<file path="config.mk">
export PLATFORM = sky130hd
export DESIGN_NAME = tank_score_top
export DESIGN_NICKNAME = d
export VERILOG_FILES = /design/src/design/game_pkg.sv /design/src/design/display_pkg.sv /design/src/design/game_mode_ctrl.sv /design/src/design/classic_rules.sv /design/src/design/infinity_rules.sv /design/src/design/score_display.sv /design/src/design/tank_score_top.sv
export SDC_FILE = /design/constraint.sdc
export NUM_CORES = 1
export LEC_CHECK = 0
export ABC_CLOCK_PERIOD_IN_PS = 4920
export BUFFER_PORTS_ARGS = -buffer_cell sky130_fd_sc_hd__buf_2
export CAP_MARGIN = 15
export CORE_UTILIZATION = 31
export DETAILED_ROUTE_END_ITERATION = 7
export GPL_TIMING_DRIVEN = 1
export PLACE_DENSITY = 0.43
export SYNTH_ARGS = -nofsm -noshare
export SYNTH_HDL_FRONTEND = slang
export SYNTH_SLANG_ARGS = --single-unit
export TNS_END_PERCENT = 10
</file>
<file path="constraint.sdc">
create_clock -name clk -period 4.92 [get_ports clk]
set_input_delay 0.246 -clock clk [delete_from_list [all_inputs] [get_ports clk]]
set_output_delay 0.246 -clock clk [all_outputs]
set_load 0.005 [all_outputs]
</file>
<file path="src/design/game_pkg.sv">
// game rules package
// mode encoding, event pulses, rule status and score helpers
package game_pkg;

	// top-level game mode
	typedef enum logic [1:0] {
		mode_idle     = 2'd0,
		mode_classic  = 2'd1,
		mode_infinity = 2'd2,
		mode_over     = 2'd3
	} game_mode_t;

	typedef struct packed {
		logic [3:0] kill;       // one bit per enemy tank
		logic       player_hit; // player tank was hit
	} game_event_t;

	typedef struct packed {
		logic [6:0] score;  // 0..99
		logic [6:0] figure; // hp (classic) or seconds left (infinity)
		logic       over;
	} rule_status_t;

	localparam logic [6:0] score_max = 7'd99; // score saturates here

	// add one per kill bit, saturating at score_max
	function automatic logic [6:0] add_kills(input logic [6:0] score, input logic [3:0] kill);
		logic [7:0] sum;
		sum = {1'b0, score} + 8'($countones(kill));
		return (sum > {1'b0, score_max}) ? score_max : sum[6:0];
	endfunction

endpackage

</file>
<file path="src/design/display_pkg.sv">
// seven-segment display package
// segment codes, digit type and display sizes
package display_pkg;

	// active low, bit order g f e d c b a
	typedef logic [6:0] seg_code_t;

	typedef logic [3:0] digit_t; // one decimal digit

	localparam int digit_count = 4;  // digits on the board
	localparam int led_bar_len = 14; // thermometer part of led

	localparam seg_code_t seg_blank = 7'h7f; // all segments off

	// standard patterns, 0 to 9
	localparam seg_code_t seg_digits [0:9] = '{
		7'h40, // 0
		7'h79, // 1
		7'h24, // 2
		7'h30, // 3
		7'h19, // 4
		7'h12, // 5
		7'h02, // 6
		7'h78, // 7
		7'h00, // 8
		7'h10  // 9
	};

endpackage

</file>
<file path="src/design/game_mode_ctrl.sv">
// game mode controller
// start button edge detect and the idle / playing / over state machine
`timescale 1ns/1ps

module game_mode_ctrl (
	input  logic                 clk,
	input  logic                 reset,
	input  logic                 start,         // raw button
	input  logic                 mode_sel,      // 0 classic, 1 infinity
	input  logic                 classic_over,
	input  logic                 infinity_over,
	output game_pkg::game_mode_t mode,
	output logic                 play_classic,
	output logic                 play_infinity,
	output logic                 new_game
);
	import game_pkg::*;

	logic start_q;    // sampled button
	logic start_d;    // previous sample
	logic start_rise;

	////////////////////
	// start button
	always_ff @(posedge clk) begin
		if (reset) begin
			start_q <= 1'b0;
			start_d <= 1'b0;
		end else begin
			start_q <= start;
			start_d <= start_q;
		end
	end

	assign start_rise = start_q & ~start_d;

	// only a press in idle begins a game
	assign new_game = start_rise && (mode == mode_idle);

	////////////////////
	// mode FSM
	always_ff @(posedge clk) begin
		if (reset) begin
			mode <= mode_idle;
		end else begin
			case (mode)
				mode_idle: if (start_rise) mode <= mode_sel ? mode_infinity : mode_classic;
				mode_classic: if (classic_over) mode <= mode_over;
				mode_infinity: if (infinity_over) mode <= mode_over;
				mode_over: if (start_rise) mode <= mode_idle; // back to the title
				default: mode <= mode_idle;
			endcase
		end
	end

	assign play_classic  = (mode == mode_classic);
	assign play_infinity = (mode == mode_infinity);

	// one rule set at a time
	a_one_game: assert property (@(posedge clk) disable iff (reset)
		!(play_classic && play_infinity));

endmodule

</file>
<file path="src/design/classic_rules.sv">
// classic rule set
// kill score, player hit points and the win score
`timescale 1ns/1ps

module classic_rules #(
	parameter int start_hp  = 3,
	parameter int win_score = 20
) (
	input  logic                   clk,
	input  logic                   reset,
	input  logic                   play,
	input  logic                   new_game,
	input  game_pkg::game_event_t  events,
	output game_pkg::rule_status_t status
);
	import game_pkg::*;

	game_event_t ev_q;       // sampled event pulses
	logic [6:0]  score_q;
	logic [6:0]  hp_q;
	logic        over_q;
	logic [6:0]  score_next;
	logic [6:0]  hp_next;

	// pulses outside play are dropped here
	always_ff @(posedge clk) begin
		if (reset) ev_q <= '0;
		else       ev_q <= play ? events : '0;
	end

	assign score_next = add_kills(score_q, ev_q.kill);
	assign hp_next    = (ev_q.player_hit && hp_q != 7'd0) ? hp_q - 7'd1 : hp_q;

	////////////////////
	// score and hp
	always_ff @(posedge clk) begin
		if (reset) begin
			score_q <= '0;
			hp_q    <= '0;
			over_q  <= 1'b0;
		end else if (new_game) begin
			score_q <= '0;
			hp_q    <= 7'(start_hp);
			over_q  <= 1'b0;
		end else if (play && !over_q) begin // frozen once over
			score_q <= score_next;
			hp_q    <= hp_next;
			over_q  <= (hp_next == 7'd0) || (score_next >= 7'(win_score)); // dead or won
		end
	end

	assign status = '{score: score_q, figure: hp_q, over: over_q};

	a_hp_bound: assert property (@(posedge clk) disable iff (reset)
		hp_q <= 7'(start_hp));

	// over holds until the next game
	a_over_sticky: assert property (@(posedge clk) disable iff (reset)
		(play && over_q) |=> over_q);

endmodule

</file>
<file path="src/design/infinity_rules.sv">
// infinity rule set
// countdown of game seconds, kill score with a hit penalty
`timescale 1ns/1ps

module infinity_rules #(
	parameter int game_seconds     = 60,
	parameter int ticks_per_second = 100000000
) (
	input  logic                   clk,
	input  logic                   reset,
	input  logic                   play,
	input  logic                   new_game,
	input  game_pkg::game_event_t  events,
	output game_pkg::rule_status_t status
);
	import game_pkg::*;

	localparam int tick_w = $clog2(ticks_per_second + 1);

	game_event_t       ev_q;
	logic [tick_w-1:0] tick_cnt;
	logic              tick_done; // one second gone
	logic [6:0]        secs_q;    // seconds left
	logic [6:0]        secs_next;
	logic [6:0]        score_q;
	logic [6:0]        score_add;
	logic [6:0]        score_next;
	logic              over_q;

	always_ff @(posedge clk) begin
		if (reset) ev_q <= '0;
		else       ev_q <= play ? events : '0;
	end

	assign tick_done = (tick_cnt == tick_w'(ticks_per_second - 1));
	assign secs_next = (tick_done && secs_q != 7'd0) ? secs_q - 7'd1 : secs_q;

	// kills first, then the hit penalty, floor at zero
	assign score_add  = add_kills(score_q, ev_q.kill);
	assign score_next = (ev_q.player_hit && score_add != 7'd0) ? score_add - 7'd1 : score_add;

	////////////////////
	// timer and score
	always_ff @(posedge clk) begin
		if (reset) begin
			tick_cnt <= '0;
			secs_q   <= '0;
			score_q  <= '0;
			over_q   <= 1'b0;
		end else if (new_game) begin
			tick_cnt <= '0;
			secs_q   <= 7'(game_seconds);
			score_q  <= '0;
			over_q   <= 1'b0;
		end else if (play && !over_q) begin
			tick_cnt <= tick_done ? '0 : tick_cnt + 1'b1;
			secs_q   <= secs_next;
			score_q  <= score_next;
			over_q   <= (secs_next == 7'd0); // time is up
		end
	end

	assign status = '{score: score_q, figure: secs_q, over: over_q};

	// the clock only runs down during a game
	a_secs_down: assert property (@(posedge clk) disable iff (reset)
		play |=> (secs_q <= $past(secs_q)));

endmodule

</file>
<file path="src/design/score_display.sv">
// score display
// picks the active rule status, scans four 7-seg digits and drives the leds
`timescale 1ns/1ps

module score_display #(
	parameter int scan_div = 100000
) (
	input  logic                   clk,
	input  logic                   reset,
	input  game_pkg::game_mode_t   mode,
	input  game_pkg::rule_status_t classic_status,
	input  game_pkg::rule_status_t infinity_status,
	output logic [3:0]             an,  // active low digit enables
	output display_pkg::seg_code_t seg,
	output logic [15:0]            led
);
	import game_pkg::*;
	import display_pkg::*;

	localparam int scan_w  = $clog2(scan_div + 1);
	localparam int digit_w = $clog2(digit_count);

	logic                   last_inf;  // last game played was infinity
	logic                   show_inf;
	rule_status_t           sel;       // status on screen
	digit_t                 digits [digit_count];
	logic [scan_w-1:0]      scan_cnt;
	logic [digit_w-1:0]     digit_idx;
	logic [led_bar_len-1:0] bar;

	////////////////////
	// game select
	always_ff @(posedge clk) begin
		if (reset)                        last_inf <= 1'b0;
		else if (mode == mode_infinity)   last_inf <= 1'b1;
		else if (mode == mode_classic)    last_inf <= 1'b0;
	end

	// over screen keeps showing the finished game
	assign show_inf = (mode == mode_infinity) || (mode == mode_over && last_inf);
	assign sel      = show_inf ? infinity_status : classic_status;

	// score on the left pair, figure on the right pair
	assign digits[3] = digit_t'(sel.score / 7'd10);
	assign digits[2] = digit_t'(sel.score % 7'd10);
	assign digits[1] = digit_t'(sel.figure / 7'd10);
	assign digits[0] = digit_t'(sel.figure % 7'd10);

	always_comb begin
		for (int i = 0; i < led_bar_len; i++) begin
			bar[i] = (sel.figure > 7'(i)); // capped at the bar length
		end
	end

	////////////////////
	// digit scan
	always_ff @(posedge clk) begin
		if (reset) begin
			scan_cnt  <= '0;
			digit_idx <= '0;
		end else if (scan_cnt == scan_w'(scan_div - 1)) begin
			scan_cnt  <= '0;
			digit_idx <= (digit_idx == digit_w'(digit_count - 1)) ? '0 : digit_idx + 1'b1;
		end else begin
			scan_cnt <= scan_cnt + 1'b1;
		end
	end

	// registered outputs
	always_ff @(posedge clk) begin
		if (reset || mode == mode_idle) begin // blank in idle
			an  <= '1;
			seg <= seg_blank;
			led <= '0;
		end else begin
			an  <= ~(4'b0001 << digit_idx);
			seg <= seg_digits[digits[digit_idx]];
			led <= {sel.over, show_inf, bar};
		end
	end

endmodule

</file>
<file path="src/design/tank_score_top.sv">
// tank game score top level
// mode controller, classic and infinity rule sets and the display
`timescale 1ns/1ps

module tank_score_top #(
	parameter int start_hp         = 3,
	parameter int win_score        = 20,
	parameter int game_seconds     = 60,
	parameter int ticks_per_second = 100000000,
	parameter int scan_div         = 100000
) (
	input  logic                   clk,
	input  logic                   reset,
	input  logic                   start,    // raw start button
	input  logic                   mode_sel, // 0 classic, 1 infinity
	input  game_pkg::game_event_t  events,
	output logic [3:0]             an,
	output display_pkg::seg_code_t seg,
	output logic [15:0]            led,
	output logic                   gameover
);
	import game_pkg::*;

	game_mode_t   mode;
	logic         play_classic;
	logic         play_infinity;
	logic         new_game;
	rule_status_t classic_status;
	rule_status_t infinity_status;

	////////////////////
	// mode control
	game_mode_ctrl u_game_mode_ctrl (
		.clk           (clk),
		.reset         (reset),
		.start         (start),
		.mode_sel      (mode_sel),
		.classic_over  (classic_status.over),
		.infinity_over (infinity_status.over),
		.mode          (mode),
		.play_classic  (play_classic),
		.play_infinity (play_infinity),
		.new_game      (new_game)
	);

	////////////////////
	// rule sets
	classic_rules #(
		.start_hp  (start_hp),
		.win_score (win_score)
	) u_classic_rules (
		.clk      (clk),
		.reset    (reset),
		.play     (play_classic),
		.new_game (new_game),
		.events   (events),
		.status   (classic_status)
	);

	infinity_rules #(
		.game_seconds     (game_seconds),
		.ticks_per_second (ticks_per_second)
	) u_infinity_rules (
		.clk      (clk),
		.reset    (reset),
		.play     (play_infinity),
		.new_game (new_game),
		.events   (events),
		.status   (infinity_status)
	);

	////////////////////
	// seven segment and leds
	score_display #(
		.scan_div (scan_div)
	) u_score_display (
		.clk             (clk),
		.reset           (reset),
		.mode            (mode),
		.classic_status  (classic_status),
		.infinity_status (infinity_status),
		.an              (an),
		.seg             (seg),
		.led             (led)
	);

	assign gameover = (mode == mode_over);

endmodule

</file>
## Yosys cells after proc, flatten, opt, wreduce, memory -nomap -nowiden

Memory sizes are Yosys's and may differ from the RTL's. A register that Yosys moved wholly into a read port is not among the register bits.
Cells that the tools add are included.
Widths: inputs -> output; s select.

- Flip-flop bits (word level): 111
- Bits in latches: 0
- Memory bits (writable): 0
- Memory bits (read-only): 112
- Input port bits: 9
- Output and inout bits: 28
- Logic and storage cells: 125
- Memories: 1

Memory list:

| memory | depth | bits a word | read ports | clocked after memory_dff | write ports | line | source |
|---|---|---|---|---|---|---|---|
| (no name shown) | 16 | 7 | 1 | 1 | 0 | score_display.sv:77 | `seg <= seg_digits[digits[digit_idx]];` |

- Add/sub/neg operators: 14
- Multipliers: 0
- Divide/modulo/power cells: 4
- Magnitude comparators: 18
- Equal/unequal tests: 10
- Shift-type cells: 1
- Mux-type cells: 23
- Bitwise gates (word level): 7
- Reduce and logical (&&, ||, !) cells: 26

Operators by type and width:

| operator | count |
|---|---|
| $gt 7x4->1 const B | 6 |
| $mux 7 | 5 |
| $gt 7x3->1 const B | 4 |
| $add 27x1->27 const B | 1 |
| $eq 27x27->1 const B | 1 |
| $mux 27 | 1 |
| $reduce_bool 7->1 | 3 |
| $sub 7x1->7 const B | 3 |
| $add 17x1->17 const B | 1 |
| $eq 17x17->1 const B | 1 |
| $add 7x8->8 | 2 |
| $add 8x8->8 | 2 |
| $gt 8x7->1 const B | 2 |
| $mux 2 | 8 |
| $mux 15 | 1 |
| $div 7x4->7 const B | 2 |
| $gt 7x1->1 const B | 2 |
| $gt 7x2->1 const B | 2 |
| $logic_not 7->1 | 2 |
| $mod 7x4->7 const B | 2 |
| $mux 6 | 2 |
| $add 1x1->2 | 4 |
| $bmux 4 s2 | 1 |
| $mux 4 | 2 |
| other kinds (22) | 43 |

## Depth between registers and ports, before layout

- Word-level depth: 9
- Gate-level depth with buffers: 21
- Gate-level depth less buffers: 18

## Hierarchy

Synthesis repeated with hierarchy kept, for this count alone.

- Cell total of the unflattened synthesis: 961
- Area total of the unflattened synthesis: 7743.7 um^2

By module, submodules not included:

| module | instances | cells an instance | area an instance (um^2) | sequential area each (um^2) |
|---|---|---|---|---|
| score_display | 1 | 456 | 3564.7 | 940.9 |
| infinity_rules | 1 | 312 | 2626.3 | 940.9 |
| classic_rules | 1 | 164 | 1288.7 | 400.4 |
| game_mode_ctrl | 1 | 28 | 257.7 | 80.1 |
| tank_score_top | 1 | 1 | 6.3 | 0.0 |

## Worst setup path before layout

Ideal clock, no wire load.

- Kind: reg-to-reg
- Start: register u_infinity_rules.ev_q[3] in the netlist's numbering
- End: register u_infinity_rules.score_q[3]
- Setup time: 74 ps
- Arrival: 4002 ps
- Slack: 843 ps
- Stages on the path, launching flop included: 19
- Clock period less this slack: 4077 ps
- Cells stage by stage: dfxtp_1 ha_1 inv_1 fa_1 inv_1 ha_1 fa_1 o31a_1 o21ai_0 a21oi_1 a21oi_2 nor2b_1 ha_1 nand3_1 a21oi_1 nand4b_1 xor2_1 or4b_1 a31oi_1

- Word-level cells in the longest chain between the ends: 8

RTL lines:

| what | line | source |
|---|---|---|
| start: declaration | infinity_rules.sv:20 | `game_event_t ev_q;` |
| start signal: assignment | infinity_rules.sv:32 | `else ev_q <= play ? events : '0;` |
| $add 1x1->2 (not written as such) (*) | game_pkg.sv:29 | `sum = {1'b0, score} + 8'($countones(kill));` |
| $add 8x8->8 (not written as such) (*) | game_pkg.sv:29 |  |
| $add 7x8->8 (*) | game_pkg.sv:29 |  |
| $gt 8x7->1 | game_pkg.sv:30 | `return (sum > {1'b0, score_max}) ? score_max : sum[6:0];` |
| $mux 7 (*) | game_pkg.sv:30 |  |
| branches (longest 2 deep; another with $sub 7x1->7) | - |  |
| $mux 7 (*) | infinity_rules.sv:40 | `assign score_next = (ev_q.player_hit && score_add != 7'd0) ? score_add - 7'd1 : score_add;` |
| end signal: assignment | infinity_rules.sv:58 | `score_q <= score_next;` |
| end: declaration | infinity_rules.sv:25 | `logic [6:0] score_q;` |

Every way passes the cells marked *.
A chain may end at the register's enable or synchronous reset.

## Worst setup path after layout

- Start: register u_game_mode_ctrl.mode[0]
- End: register u_score_display.seg[3]

RTL lines:

| what | line | source |
|---|---|---|
| start: declaration | game_mode_ctrl.sv:12 | `output game_pkg::game_mode_t mode,` |
| start signal: assignment | game_mode_ctrl.sv:44 | `mode <= mode_idle;` |
| start signal: assignment | game_mode_ctrl.sv:47 | `mode_idle: if (start_rise) mode <= mode_sel ? mode_infinity : mode_classic;` |
| start signal: assignment | game_mode_ctrl.sv:48 | `mode_classic: if (classic_over) mode <= mode_over;` |
| $eq 2x2->1 (*) | - |  |
| via play_infinity | tank_score_top.sv:26 | `logic play_infinity;` |
| $logic_or 1x1->1 (*) | score_display.sv:40 | `assign show_inf = (mode == mode_infinity) \|\| (mode == mode_over && last_inf);` |
| $mux 15 (*) | score_display.sv:41 | `assign sel = show_inf ? infinity_status : classic_status;` |
| $div 7x4->7 (tied with other cells) | score_display.sv:44 | `assign digits[3] = digit_t'(sel.score / 7'd10);` |
| $bmux 4 s2 (*) | score_display.sv:77 |  |
| $mux 4 (not written as such) (*) (2 in a row) | score_display.sv:77 |  |
| $not 4->5 (not written as such) (*) | score_display.sv:77 |  |
| end: declaration | score_display.sv:14 | `output display_pkg::seg_code_t seg,` |

The timed path passes the listed nets; every way through them passes the cells marked *. The select of a mux whose other input is x is not followed.

==> reports/qor.yml <==
pwr:
  power.ir.vdd_worst_uv: 187
  p_per_area_mw_per_mm2: 425
  leakagePower_nw: 3.17
  report.power.total_mw: 3.52
clock_tree:
  htreeDepth: 4
  cts.root.buffer_cell: "sky130_fd_sc_hd__clkbuf_16"
  clock_path_buffers: 2
  cts-resized-gates: 0
  cts_tree: "built"
  clkSlewWorstSetupHoldPaths_ns: 0.06
  insertion_delay_ns: 0.42
  cts_setup_buffers: 0
  numCtsBuffers: 17
  cts_hold_buf: 0
  clock_sink_count: 118
yosys:
  synth_edf_count: 0
  synth_most_common_cell: "sky130_fd_sc_hd__dfxtp_1"
  yosysSeqAreaShare_pct: 32.8
  synthDistinctLibCells: 80
  synth_seq_cells: 118
  synth.top_cells.by_area: "sky130_fd_sc_hd__dfxtp_1 (33%), sky130_fd_sc_hd__nor2_1 (5.7%), sky130_fd_sc_hd__ha_1 (5.6%), sky130_fd_sc_hd__xor2_1 (4.6%), sky130_fd_sc_hd__a21oi_1 (3.7%)"
  mapped_cells: 871
  post_synth_instance_area_mm2: 0.00720
  syn_area_per_cell_um2: 8.27
  synth-async-reset-ratio_pct: 0
  yosys_warnings: 0
  top_flip_flop_cell_by_instance_count_after_synthesis: "sky130_fd_sc_hd__dfxtp_1"
  synthesis.nets: 918
  synth_top_area_share_pct: 32.8
  ys_top_cells_by_count: "sky130_fd_sc_hd__dfxtp_1 (118), sky130_fd_sc_hd__nor2_1 (110), sky130_fd_sc_hd__nand2_1 (63), sky130_fd_sc_hd__a21oi_1 (53), sky130_fd_sc_hd__xor2_1 (38)"
  synth_top_area_cell: "sky130_fd_sc_hd__dfxtp_1"
worst_setup_path:
  timing.critical_path.required_ns: 5.23
  r2r-end: "u_score_display.seg[3]$_SDFF_PP1_"
  cp-endpoint: "u_score_display.seg[3]$_SDFF_PP1_"
  timing.critical_path.depth: 15
  critical-path-slowest-cell: "sky130_fd_sc_hd__a21o_1"
  regToRegStartpoint: "u_game_mode_ctrl.mode[0]$_SDFFE_PP0P_"
  timing.critical_path.buf_inv: 1
  crit_path_max_incr_delay_ns: 0.51
  rrSetupSlack_ns: 0.38
  r2r.worst_path.cells: 15
  worstPathArrival_ns: 4.84
  critPathTopFamily: "compound AO/OA/AOI/OAI gates"
  crit_path_cell_trace: "inv_1 > ha_1 > a21o_1 > mux2_2 > or3_1 > a21boi_0 > ha_1 > a32o_1 > a21oi_1 > o21ba_2 > nor4_4 > xnor2_1 > a311o_1 > ha_1 > a221o_1"
  critical-path-top-cell-by-count: "sky130_fd_sc_hd__ha_1"
  crit_path_end_kind: "flip-flop"
  startpoint_of_the_worst_setup_timing_path: "u_game_mode_ctrl.mode[0]$_SDFFE_PP0P_"
  critical_path_class: "reg -> reg"
  startpoint_type: "flip-flop"
  timing.critical_path.fanout_max: 10
routing:
  met3WireLength_um: 616
  wire_per_inst_um: 15.2
  route.vias.total: 6027
  first_iter_violations: 326
  top_layer_used: "met4"
  routed-wl-met2_um: 7740
  vias_per_cell: 5.08
  m1_wire_length_um: 9280
  number_of_iterations_in_the_first_detailed_routing_pass: 4
  total_wirelength_of_the_detailed_routed_design_um: 18000
  drtAntennaViolNets: 0
  drt_drc_violations_left: 0
global_route:
  grtUsageTotal_pct: 15.9
  grt_start_max_net_pins: 26
  number_of_antenna_violations_at_the_first_check_in_global_routing: 0
  grt-ovfl-total: 0
  grt_first_pass_wirelength_um: 30400
  grt_pass1_vias: 5826
sta:
  grt_setup_unrepaired: "false"
  relSlewSlack_pct: 30.4
  slew_viol_final: 0
  worst_pin_slew_ns: 1.04
  worst_clock_skew_ns: 0.00972
  timing.final.hold_violations: 0
  max_clock_freq_mhz: 220
  final_period_minus_worst_setup_slack_ns: 4.54
  post_route_setup_tns_ns: 0
  setup_viol_count_final: 0
  post-route-period-util_pct: 92.2
floorplanning:
  start_util_pct: 31.7
  die_h_um: 154
  ios: 37
  std_cell_rows: 55
  die_w_um: 154
  core_mm2: 0.0227
  floorplan.die_area_mm2: 0.0239
place:
  detailed_place_hpwl_um: 13000
  placement.cell_area_mm2: 0.00762
  io_buffer_count: 36
  globalplace.congestion: 0.794
  placed_cells_incl_taps: 1154
outcome:
  outcome: "finished clean"
worst_hold_path:
  hold_path.class: "in -> reg"
layout:
  nNetsFinal: 935
  fin_cells: 1186
  num_antenna_cells: 0
  layout.cell_area.non_filler_mm2: 0.00829
  area_added_between_synthesis_and_finish_pct: 15.0
  total_of_fill_cells_in_the_finished_design: 2404
  final_layout_size_suffix_gt1_share_pct: 12.8
flow_run:
  cap_violations: 0
-- cells by family (layout without fill, tap and decap cells) --
| group | Yosys count | in the layout | share of synthesized area [%] |
|---|---|---|---|
| fa+ha+maj | 39 | 39 | 7.36 |
| xor+xnor | 68 | 68 | 8.37 |
| mux | 25 | 25 | 4.12 |
| flops | 118 | 118 | 32.8 |
| buf+inv | 85 | 115 | 4.92 |
| simple gates | 358 | 358 | 25.3 |
| compound gates | 178 | 178 | 17.1 |
-- cell type report --
| type | instances | area, µm² | area share, % |
|---|---|---|---|
| repair buffers | 46 | 268 | 3.23 |
| clock inverters | 15 | 239 | 2.88 |
| flip-flops and latches | 118 | 2360 | 28.5 |
| clock buffers | 17 | 425 | 5.13 |
| well taps | 285 | 357 | 4.30 |
| inverters | 37 | 139 | 1.68 |
| multi-input cells | 668 | 4500 | 54.3 |
-- how the worst min path moves through the flow --
stage                                                         to  slack, ns  cells past startpoint                                   start
after floorplan               u_classic_rules.ev_q[0]$_SDFF_PP0_       0.37                      1                               events[0]
after global placement    u_score_display.scan_cnt[0]$_SDFF_PP0_       0.45                      1  u_score_display.scan_cnt[0]$_SDFF_PP0_
after detailed placement  u_score_display.scan_cnt[0]$_SDFF_PP0_       0.45                      1  u_score_display.scan_cnt[0]$_SDFF_PP0_
after CTS                    u_infinity_rules.ev_q[4]$_SDFF_PP0_       0.02                      2                               events[4]
after global routing         u_infinity_rules.ev_q[2]$_SDFF_PP0_       0.04                      2                               events[2]
final                         u_classic_rules.ev_q[4]$_SDFF_PP0_       0.04                      2                               events[4]
-- per-layer routing --
layer / up-vias / global-route usage, %
met5: - / 0
met4: 0 / 6.22
met3: 26 / 3.25
met2: 113 / 24.0
met1: 2793 / 22.2
li1: 3095 / -
-- placed cells by master (no fill, tap or decap), types with 5 or more instances in the layout --
cell type,netlist,final
sky130_fd_sc_hd__dfxtp_1,118,118
sky130_fd_sc_hd__nor2_1,110,110
sky130_fd_sc_hd__nand2_1,63,63
sky130_fd_sc_hd__a21oi_1,53,52
sky130_fd_sc_hd__xor2_1,38,38
sky130_fd_sc_hd__inv_1,36,36
sky130_fd_sc_hd__nand3_1,36,36
sky130_fd_sc_hd__buf_2,13,36
sky130_fd_sc_hd__o21ai_0,32,32
sky130_fd_sc_hd__ha_1,32,32
sky130_fd_sc_hd__xnor2_1,29,29
sky130_fd_sc_hd__nor2b_1,20,20
sky130_fd_sc_hd__nor3_1,19,19
sky130_fd_sc_hd__nand2b_1,18,18
sky130_fd_sc_hd__clkbuf_16,0,17
sky130_fd_sc_hd__and2_1,16,16
sky130_fd_sc_hd__mux2i_1,15,15
sky130_fd_sc_hd__nand4_1,13,13
sky130_fd_sc_hd__nor3b_1,10,10
sky130_fd_sc_hd__a211oi_1,10,10
sky130_fd_sc_hd__or2_2,9,9
sky130_fd_sc_hd__buf_4,1,9
sky130_fd_sc_hd__mux2_2,7,7
sky130_fd_sc_hd__and3_1,7,7
sky130_fd_sc_hd__or3_1,7,7
sky130_fd_sc_hd__inv_6,0,7
sky130_fd_sc_hd__nand3b_1,6,6
sky130_fd_sc_hd__a31oi_1,6,6
sky130_fd_sc_hd__fa_1,6,6
sky130_fd_sc_hd__o31ai_1,6,5
sky130_fd_sc_hd__a211o_1,5,5
sky130_fd_sc_hd__bufinv_16,0,5
-- sequential cells by signal, summed over array words and instances (netlist names) --
signal	flops
u_score_display.seg	7
u_infinity_rules.ev_q	5
u_score_display.led	16
u_infinity_rules.tick_cnt	27
u_classic_rules.over_q	1
u_game_mode_ctrl.mode	2
u_score_display.an	4
u_classic_rules.hp_q	7
u_game_mode_ctrl.start_q	1
u_infinity_rules.secs_q	7
u_score_display.digit_idx	2
u_score_display.scan_cnt	17
u_score_display.last_inf	1
u_classic_rules.ev_q	5
u_classic_rules.score_q	7
u_game_mode_ctrl.start_d	1
u_infinity_rules.over_q	1
u_infinity_rules.score_q	7
-- power breakdown --
| group | switching (mW) | total, mW | internal [mW] | leakage [nW] |
|---|---|---|---|---|
| Combinational | 0.596 | 0.984 | 0.387 | 1.89 |
| Sequential | 0.0660 | 1.10 | 1.04 | 0.956 |
| Clock | 0.520 | 1.43 | 0.915 | 0.322 |
-- per-stage QoR --
step                utilization [%]  setup WS, ns  hold slack (ns)
finish                         36.5         0.383           0.0435
global route                   36.5        0.0399           0.0402
CTS                            36.5         0.394           0.0243
detailed placement             33.6         0.413            0.451
global placement               33.6         0.490            0.445
floorplan                         -         0.843            0.368
(Power assumes the default switching activity.)
